**src/fir_dsp_pkg.sv**
```systemverilog
package fir_dsp_pkg;

    ////////////////////
    // Operand and result widths
    ////////////////////

    // A and D data samples
    localparam int DATA_W = 26;

    // Coefficient (B port on the slice)
    localparam int COEF_W = 18;

    // Pre-adder keeps one extra bit so D +/- A never overflows
    localparam int PRE_W = DATA_W + 1;

    // Full product width
    localparam int PROD_W = PRE_W + COEF_W;

    // C, PCIN, P and PCOUT
    localparam int ACC_W = 48;

    ////////////////////
    // Vector types
    ////////////////////

    typedef logic signed [DATA_W-1:0] data_t;

    typedef logic signed [COEF_W-1:0] coef_t;

    typedef logic signed [PRE_W-1:0] pre_t;

    typedef logic signed [PROD_W-1:0] prod_t;

    // Accumulator word that wraps modulo 2**48
    typedef logic [ACC_W-1:0] acc_t;

endpackage
```
**src/fir_dsp_core.sv**
```systemverilog
`timescale 1ns/1ps

module fir_dsp_core #(
    parameter bit                USE_D      = 1'b1,
    parameter bit                SUBTRACT_A = 1'b0,
    parameter bit                SUBTRACT_C = 1'b0,
    parameter bit                USE_C      = 1'b1,
    parameter bit                ADD_PCIN   = 1'b1,
    parameter fir_dsp_pkg::acc_t RND_VAL    = '0,
    parameter int                PREADD_REG = 1,
    parameter int                MULT_REG   = 1
) (
    input  logic               clk_i,
    input  logic               rst_i,
    input  logic               in_valid_i,
    input  logic               out_ready_i,
    input  logic               coef_load_i,
    input  logic               coef_update_i,
    input  fir_dsp_pkg::data_t a_i,
    input  fir_dsp_pkg::data_t d_i,
    input  fir_dsp_pkg::coef_t coef_i,
    input  fir_dsp_pkg::acc_t  c_i,
    input  fir_dsp_pkg::acc_t  pcin_i,
    output logic               in_ready_o,
    output logic               out_valid_o,
    output fir_dsp_pkg::acc_t  p_o,
    output fir_dsp_pkg::acc_t  pcout_o,
    output fir_dsp_pkg::coef_t coef_cascade_o
);

    // Input register, optional pre-adder reg, optional product reg, P register
    localparam int DEPTH = 2 + PREADD_REG + MULT_REG;

    logic               advance;
    fir_dsp_pkg::coef_t coef_work;
    fir_dsp_pkg::pre_t  pre_sum;
    fir_dsp_pkg::coef_t coef_s;
    fir_dsp_pkg::acc_t  c_s;
    fir_dsp_pkg::acc_t  pcin_s;

    ////////////////////
    // Handshake and stage enable
    ////////////////////

    fir_dsp_pipe_ctrl #(
        .DEPTH (DEPTH)
    ) u_ctrl (
        .clk_i       (clk_i),
        .rst_i       (rst_i),
        .in_valid_i  (in_valid_i),
        .out_ready_i (out_ready_i),
        .in_ready_o  (in_ready_o),
        .out_valid_o (out_valid_o),
        .advance_o   (advance)
    );

    // Coefficient loading runs independent of the data handshake
    fir_dsp_coef_bank u_coef (
        .clk_i          (clk_i),
        .rst_i          (rst_i),
        .coef_load_i    (coef_load_i),
        .coef_update_i  (coef_update_i),
        .coef_i         (coef_i),
        .coef_work_o    (coef_work),
        .coef_cascade_o (coef_cascade_o)
    );

    ////////////////////
    // Datapath
    ////////////////////

    fir_dsp_preadd #(
        .USE_D      (USE_D),
        .SUBTRACT_A (SUBTRACT_A),
        .PREADD_REG (PREADD_REG)
    ) u_preadd (
        .clk_i     (clk_i),
        .rst_i     (rst_i),
        .advance_i (advance),
        .a_i       (a_i),
        .d_i       (d_i),
        .coef_i    (coef_work),
        .c_i       (c_i),
        .pcin_i    (pcin_i),
        .pre_o     (pre_sum),
        .coef_o    (coef_s),
        .c_o       (c_s),
        .pcin_o    (pcin_s)
    );

    fir_dsp_mac #(
        .USE_C      (USE_C),
        .SUBTRACT_C (SUBTRACT_C),
        .ADD_PCIN   (ADD_PCIN),
        .RND_VAL    (RND_VAL),
        .MULT_REG   (MULT_REG)
    ) u_mac (
        .clk_i     (clk_i),
        .rst_i     (rst_i),
        .advance_i (advance),
        .pre_i     (pre_sum),
        .coef_i    (coef_s),
        .c_i       (c_s),
        .pcin_i    (pcin_s),
        .p_o       (p_o)
    );

    // Cascade to the next slice is the same P word
    assign pcout_o = p_o;

endmodule

```
**src/fir_dsp_mac.sv**
```systemverilog
`timescale 1ns/1ps

module fir_dsp_mac #(
    parameter bit                USE_C      = 1'b1,
    parameter bit                SUBTRACT_C = 1'b0,
    parameter bit                ADD_PCIN   = 1'b1,
    parameter fir_dsp_pkg::acc_t RND_VAL    = '0,
    parameter int                MULT_REG   = 0
) (
    input  logic               clk_i,
    input  logic               rst_i,
    input  logic               advance_i,
    input  fir_dsp_pkg::pre_t  pre_i,
    input  fir_dsp_pkg::coef_t coef_i,
    input  fir_dsp_pkg::acc_t  c_i,
    input  fir_dsp_pkg::acc_t  pcin_i,
    output fir_dsp_pkg::acc_t  p_o
);

    localparam int PROD_W = fir_dsp_pkg::PROD_W;
    localparam int ACC_W  = fir_dsp_pkg::ACC_W;

    // Subtracting C is done as inverted C plus a carry in
    localparam bit C_NEG = USE_C && SUBTRACT_C;

    fir_dsp_pkg::prod_t prod;
    fir_dsp_pkg::prod_t prod_s;
    fir_dsp_pkg::acc_t  c_s;
    fir_dsp_pkg::acc_t  pcin_s;
    fir_dsp_pkg::acc_t  prod_ext;
    fir_dsp_pkg::acc_t  c_term;
    fir_dsp_pkg::acc_t  pcin_term;
    fir_dsp_pkg::acc_t  post_sum;
    fir_dsp_pkg::acc_t  p_q;

    ////////////////////
    // Multiplier
    ////////////////////

    // Both operands signed, so this is a signed 27x18 product
    assign prod = pre_i * coef_i;

    if (MULT_REG == 1) begin : g_mult_reg
        fir_dsp_pkg::prod_t prod_r;
        fir_dsp_pkg::acc_t  c_r;
        fir_dsp_pkg::acc_t  pcin_r;

        // C and PCIN ride along with the product
        always_ff @(posedge clk_i) begin
            if (rst_i) begin
                prod_r <= '0;
                c_r    <= '0;
                pcin_r <= '0;
            end else if (advance_i) begin
                prod_r <= prod;
                c_r    <= c_i;
                pcin_r <= pcin_i;
            end
        end

        assign prod_s = prod_r;
        assign c_s    = c_r;
        assign pcin_s = pcin_r;
    end else begin : g_mult_comb
        assign prod_s = prod;
        assign c_s    = c_i;
        assign pcin_s = pcin_i;
    end

    ////////////////////
    // Post-adder
    ////////////////////

    assign prod_ext = {{(ACC_W-PROD_W){prod_s[PROD_W-1]}}, prod_s};

    assign c_term    = USE_C ? (C_NEG ? ~c_s : c_s) : '0;
    assign pcin_term = ADD_PCIN ? pcin_s : '0;

    // Wraps at 48 bits like the slice ALU
    assign post_sum = prod_ext + c_term + pcin_term + RND_VAL + C_NEG;

    // P register
    always_ff @(posedge clk_i) begin
        if (rst_i) begin
            p_q <= '0;
        end else if (advance_i) begin
            p_q <= post_sum;
        end
    end

    assign p_o = p_q;

endmodule

```
**src/fir_dsp_preadd.sv**
```systemverilog
`timescale 1ns/1ps

module fir_dsp_preadd #(
    parameter bit USE_D      = 1'b1,
    parameter bit SUBTRACT_A = 1'b0,
    parameter int PREADD_REG = 0
) (
    input  logic               clk_i,
    input  logic               rst_i,
    input  logic               advance_i,
    input  fir_dsp_pkg::data_t a_i,
    input  fir_dsp_pkg::data_t d_i,
    input  fir_dsp_pkg::coef_t coef_i,
    input  fir_dsp_pkg::acc_t  c_i,
    input  fir_dsp_pkg::acc_t  pcin_i,
    output fir_dsp_pkg::pre_t  pre_o,
    output fir_dsp_pkg::coef_t coef_o,
    output fir_dsp_pkg::acc_t  c_o,
    output fir_dsp_pkg::acc_t  pcin_o
);

    fir_dsp_pkg::data_t a_q;
    fir_dsp_pkg::data_t d_q;
    fir_dsp_pkg::coef_t coef_q;
    fir_dsp_pkg::acc_t  c_q;
    fir_dsp_pkg::acc_t  pcin_q;
    fir_dsp_pkg::pre_t  a_term;
    fir_dsp_pkg::pre_t  d_term;
    fir_dsp_pkg::pre_t  pre_sum;

    ////////////////////
    // Input registers
    ////////////////////

    // The working coefficient is captured with the sample it belongs to
    always_ff @(posedge clk_i) begin
        if (rst_i) begin
            a_q    <= '0;
            d_q    <= '0;
            coef_q <= '0;
            c_q    <= '0;
            pcin_q <= '0;
        end else if (advance_i) begin
            a_q    <= a_i;
            d_q    <= d_i;
            coef_q <= coef_i;
            c_q    <= c_i;
            pcin_q <= pcin_i;
        end
    end

    // Sign extend by one bit before adding
    assign a_term = fir_dsp_pkg::pre_t'(a_q);
    assign d_term = USE_D ? fir_dsp_pkg::pre_t'(d_q) : '0;

    // D + A, D - A, +A or -A
    assign pre_sum = SUBTRACT_A ? (d_term - a_term) : (d_term + a_term);

    ////////////////////
    // Optional pre-adder register
    ////////////////////

    if (PREADD_REG == 1) begin : g_pre_reg
        fir_dsp_pkg::pre_t  pre_r;
        fir_dsp_pkg::coef_t coef_r;
        fir_dsp_pkg::acc_t  c_r;
        fir_dsp_pkg::acc_t  pcin_r;

        // Side operands get the same delay so the sample stays aligned
        always_ff @(posedge clk_i) begin
            if (rst_i) begin
                pre_r  <= '0;
                coef_r <= '0;
                c_r    <= '0;
                pcin_r <= '0;
            end else if (advance_i) begin
                pre_r  <= pre_sum;
                coef_r <= coef_q;
                c_r    <= c_q;
                pcin_r <= pcin_q;
            end
        end

        assign pre_o  = pre_r;
        assign coef_o = coef_r;
        assign c_o    = c_r;
        assign pcin_o = pcin_r;
    end else begin : g_pre_comb
        assign pre_o  = pre_sum;
        assign coef_o = coef_q;
        assign c_o    = c_q;
        assign pcin_o = pcin_q;
    end

endmodule

```
**src/fir_dsp_coef_bank.sv**
```systemverilog
`timescale 1ns/1ps

module fir_dsp_coef_bank (
    input  logic               clk_i,
    input  logic               rst_i,
    input  logic               coef_load_i,
    input  logic               coef_update_i,
    input  fir_dsp_pkg::coef_t coef_i,
    output fir_dsp_pkg::coef_t coef_work_o,
    output fir_dsp_pkg::coef_t coef_cascade_o
);

    // First register is the shadow tap and second is the one the multiplier uses
    fir_dsp_pkg::coef_t coef_first;
    fir_dsp_pkg::coef_t coef_work;

    ////////////////////
    // Load stage
    ////////////////////

    // A chain of slices shifts new taps through the first registers
    always_ff @(posedge clk_i) begin
        if (rst_i) begin
            coef_first <= '0;
        end else if (coef_load_i) begin
            coef_first <= coef_i;
        end
    end

    ////////////////////
    // Update stage
    ////////////////////

    // Old taps stay in use until update copies the shadow over
    always_ff @(posedge clk_i) begin
        if (rst_i) begin
            coef_work <= '0;
        end else if (coef_update_i) begin
            coef_work <= coef_first;
        end
    end

    assign coef_work_o    = coef_work;
    assign coef_cascade_o = coef_first;

endmodule

```
**src/fir_dsp_pipe_ctrl.sv**
```systemverilog
`timescale 1ns/1ps

module fir_dsp_pipe_ctrl #(
    parameter int DEPTH = 2
) (
    input  logic clk_i,
    input  logic rst_i,
    input  logic in_valid_i,
    input  logic out_ready_i,
    output logic in_ready_o,
    output logic out_valid_o,
    output logic advance_o
);

    // One valid flag per register stage with index 0 at the input register
    logic [DEPTH-1:0] stage_vld;
    logic             advance;

    ////////////////////
    // Shared stage enable
    ////////////////////

    // The pipeline moves unless the last stage holds a result nobody takes.
    // Bubbles in earlier stages get overwritten, so no per-stage stall
    assign advance = ~stage_vld[DEPTH-1] | out_ready_i;

    assign advance_o   = advance;
    assign in_ready_o  = advance;
    assign out_valid_o = stage_vld[DEPTH-1];

    ////////////////////
    // Valid shift register
    ////////////////////

    always_ff @(posedge clk_i) begin
        if (rst_i) begin
            stage_vld <= '0;
        end else if (advance) begin
            // New sample enters stage 0, everything else moves one step
            stage_vld <= {stage_vld[DEPTH-2:0], in_valid_i};
        end
    end

endmodule

```
**config.mk**
```make
export PLATFORM = sky130hd
export DESIGN_NAME = fir_dsp_core
export DESIGN_NICKNAME = d
export VERILOG_FILES = /design/src/fir_dsp_pkg.sv /design/src/fir_dsp_core.sv /design/src/fir_dsp_mac.sv /design/src/fir_dsp_preadd.sv /design/src/fir_dsp_coef_bank.sv /design/src/fir_dsp_pipe_ctrl.sv
export SDC_FILE = /design/constraint.sdc
export NUM_CORES = 2
export LEC_CHECK = 0
export ABC_AREA = 1
export ABC_CLOCK_PERIOD_IN_PS = 6000
export BUFFER_PORTS_ARGS = -buffer_cell sky130_fd_sc_hd__buf_2
export CORE_AREA = 2 2 337 339
export DETAILED_ROUTE_END_ITERATION = 16
export DIE_AREA = 0 0 339 341
export MAX_ROUTING_LAYER = met4
export SKIP_LAST_GASP = 1
export SYNTH_ARGS = -nofsm -noshare
export SYNTH_HDL_FRONTEND = slang
export SYNTH_SLANG_ARGS = --single-unit
```
**constraint.sdc**
```tcl
create_clock -name clk_i -period 6 [get_ports clk_i]
set_input_delay 1.2 -clock clk_i [delete_from_list [all_inputs] [get_ports clk_i]]
set_output_delay 1.2 -clock clk_i [all_outputs]
set_load 0.03 [all_outputs]
```
==> impl_metrics.yaml <==
die:
  coreArea_um2: 112000
  io_pins: 288
  die_w_um: 339
  start_util_pct: 39.8
  dieArea_um2: 116000
  rows: 123
  die_height_um: 341
logic_synthesis:
  synth-seq-cells: 536
  synth.most_common_cell: "nand2_1"
  synth_top_family_by_area: "adder cells"
  yosysTopAreaCell: "dfxtp_1"
  netlist_top_cells_area: "dfxtp_1 24%, fa_1 23%, nand2_1 11%"
  yosysSeqAreaShare_pct: 24.1
  synth-main-ff-cell: "dfxtp_1"
  synth-simple-area-share_pct: 23.2
  muxShareOfSynthArea_pct: 0
  yosysWarnings: 0
  syn_inst: 6256
  synth_common_cells: "1293 x nand2_1, 1279 x inv_1, 1020 x nor2_1"
  async_flop_share_pct: 0
  synth_compound_area_share_pct: 8.93
  synthAdderAreaFrac_pct: 28.6
  synth-xor-area-share_pct: 0.866
  synth_edf_count: 0
  synth_nets: 7133
  netlist.area_leader.share_pct: 24.1
  syn_area_per_cell_um2: 7.11
  synth_cell_types: 44
  synth_area_um2: 44500
worst_setup_path:
  crit_chain: "buf_12, nand2_1, fa_1, inv_1, fa_2, buf_6, fa_2, buf_4, inv_1, fa_1, fa_1, fa_1, inv_1, ha_2, nand2_1, nor2_1, nand2_1, nor2_2, nand4_1, nand3_2, nor2_1, nor2_1, nor2_1"
  cp_max_fo: 27
  end_kind: "register"
  critPathKind: "reg -> reg"
  crit_buf_inv: 6
  max_stage_delay_ns: 0.58
  r2r_slack_ns: 0.19
  cp_top_family: "adder cells"
  worstPathRequired_ns: 6.52
  crit_arrival_ns: 6.33
  slowest_stage: "fa_1"
  rr_worst_depth: 23
  cp-start-kind: "register"
  cp.depth: 23
clock_tree:
  clock_latency_ns: 0.66
  root_buffer: "clkbuf_16"
  cts-hold-fix-buffers: 0
  clock_path_buffers: 3
  cts_buffers: 56
  cts_tree: "yes"
  h-tree-depth: 2
  clock_sinks: 536
  clk_pin_slew_ns: 0.07
grt:
  grt_start_max_net_pins: 258
  grt_antenna_before_repair: 3
  grt_pass1_wl_um: 215000
  grtUsageTotal_pct: 24.2
  grt_pass1_vias: 38600
  grt_overflow: 0
finish:
  finalInstanceArea_um2: 50400
  final_layout_size_suffix_gt1_share_pct: 10.9
  regArea_um2: 10800
  multi_input_area_um2: 27500
  area_growth_pct: 13.3
  final_core_utilization_pct: 45.1
  nFillCells: 11600
  nets: 7352
pwr:
  p_leak_nw: 28.8
  finalPower_w: 0.0108
  p_per_area_nw_per_um2: 215
  ir_drop_v: 0.000215
status:
  outcome: "finished clean"
drt:
  first_pass_iters: 6
  drc_errors: 0
  drt-total-wl_um: 135000
  ant_nets: 0
  vias: 38200
  wl_per_cell_um: 16.8
  viasPerCell: 4.76
  drtIter0Drc: 2342
timing:
  timing.fmax_ghz: 0.172
  layout_setup_ws_ns: 0.189
  tns_ns: 0
  finalCritPeriodShare_pct: 96.9
  final_max_slew_viol_count: 0
  fin_skew_ns: 0.0302
  finalHoldViolCount: 0
  grt_setup_unrepaired: "false"
  report.final.setup_viol: 0
  worst_pin_slew_ns: 1.02
  period_minus_slack_ns: 5.81
  relSlewSlack_pct: 32.1
placed_design:
  post_dp_cell_area_um2: 48200
  portBuffers: 287
  gp_congestion: 0.977
  post-dp-hpwl_um: 107000
  place_ws_ns: 0.0237
flow_run:
  drv_cap: 0
worst_hold_path:
  hp-class: "reg -> reg"
  whs_path_depth: 2
-- per-layer routing --
layer	track usage, %	vias up	part of all wire (%)
li1	-	19000	-
met1	32.2	18200	47
met2	39.2	848	46
met3	2.45	182	4.7
met4	6.44	0	2.6
met5	-	-	0
-- report_power, final --
group / internal [W] / switching, W / total, W
clock: 0.00212 / 0.00155 / 0.00368
sequential: 0.00385 / 0.000310 / 0.00416
combinational: 0.00107 / 0.00194 / 0.00300
-- registers in the layout, summed over array words and instances, names as in the netlist, 18 cells and up --
| name | count |
|---|---|
| u_mac.g_mult_reg.pcin_r | 48 |
| u_preadd.coef_q | 18 |
| u_preadd.a_q | 26 |
| u_preadd.d_q | 26 |
| u_mac.p_o | 48 |
| u_coef.coef_cascade_o | 18 |
| u_mac.g_mult_reg.prod_r | 45 |
| u_preadd.c_q | 48 |
| u_preadd.pcin_q | 48 |
| u_preadd.coef_o | 18 |
| u_mac.c_s | 48 |
| u_preadd.pcin_o | 48 |
| u_coef.coef_work_o | 18 |
| u_preadd.pre_o | 27 |
| u_preadd.c_o | 48 |
-- area by class of cell --
type                            count  share of cell area (%)
Multi-Input combinational cell   4099                    54.6
Tap cell                         1500                    3.72
Sequential cell                   536                    21.3
Clock buffer                       79                    3.15
Inverter                         1290                    9.63
Timing Repair Buffer              492                    6.81
Clock inverter                     26                   0.692
Antenna cell                        1                 0.00496
-- layout by cell type, fill, tap and decap left out, drive strengths merged, types with 2 or more instances in the layout --
cell type and instances:
ha 183, a21boi 3, nand2 1316, nand3 166
bufinv 6, or2 10, a21oi 108, inv 1292
fa 522, xor2 38, and3 2, clkbuf 82
nand3b 3, buf 489, dfxtp 536, a21o 12
and2 5, clkinv 14, nor2 1043, nand4 42
a31o 4, nor3 15, o21bai 56, o21ai 551
xnor2 6, clkinvlp 4, o211ai 10
-- stage by stage --
stage / hold WS, ns / instances
CTS: 0.454 / 8017
finish: 0.457 / 8023
floorplan: 0.430 / 6256
detailed placement: 0.444 / 7912
global route: 0.477 / 8022
global placement: 0.442 / 7912
-- cell families (layout without fill, tap and decap cells) --
family / count (synthesis) / in the layout
adder cells (fa/ha/maj): 705 / 705
other: 0 / 1
AO/OA/AOI/OAI: 747 / 747
buffers and inverters: 1621 / 1887
XOR/XNOR: 44 / 44
AND/OR/NAND/NOR: 2603 / 2603
flip-flops: 536 / 536
-- repair_timing --
action / in CTS / in global routing
gates resized for setup: 0 / 56
setup endpoints to repair: 0 / 27
setup buffers: 0 / 2
-- path summary, 6_finish.rpt --
path	startpoint	endpoint
setup reg to reg	u_preadd.coef_o[6]	u_mac.g_mult_reg.prod_r[44]
hold reg to reg	u_ctrl.stage_vld[2]	u_ctrl.stage_vld[2]
setup / recovery	u_preadd.coef_o[6]	u_mac.g_mult_reg.prod_r[44]
hold / removal	u_ctrl.stage_vld[2]	u_ctrl.stage_vld[2]
-- worst reg2reg max path, delay by kind of cell (launching register included) --
family	cells	cell delay [ns]
simple gates	10	1.22
flops	1	0.37
fa+ha+maj	7	3.40
buf+inv	6	0.72
(Power assumes the default switching activity.)
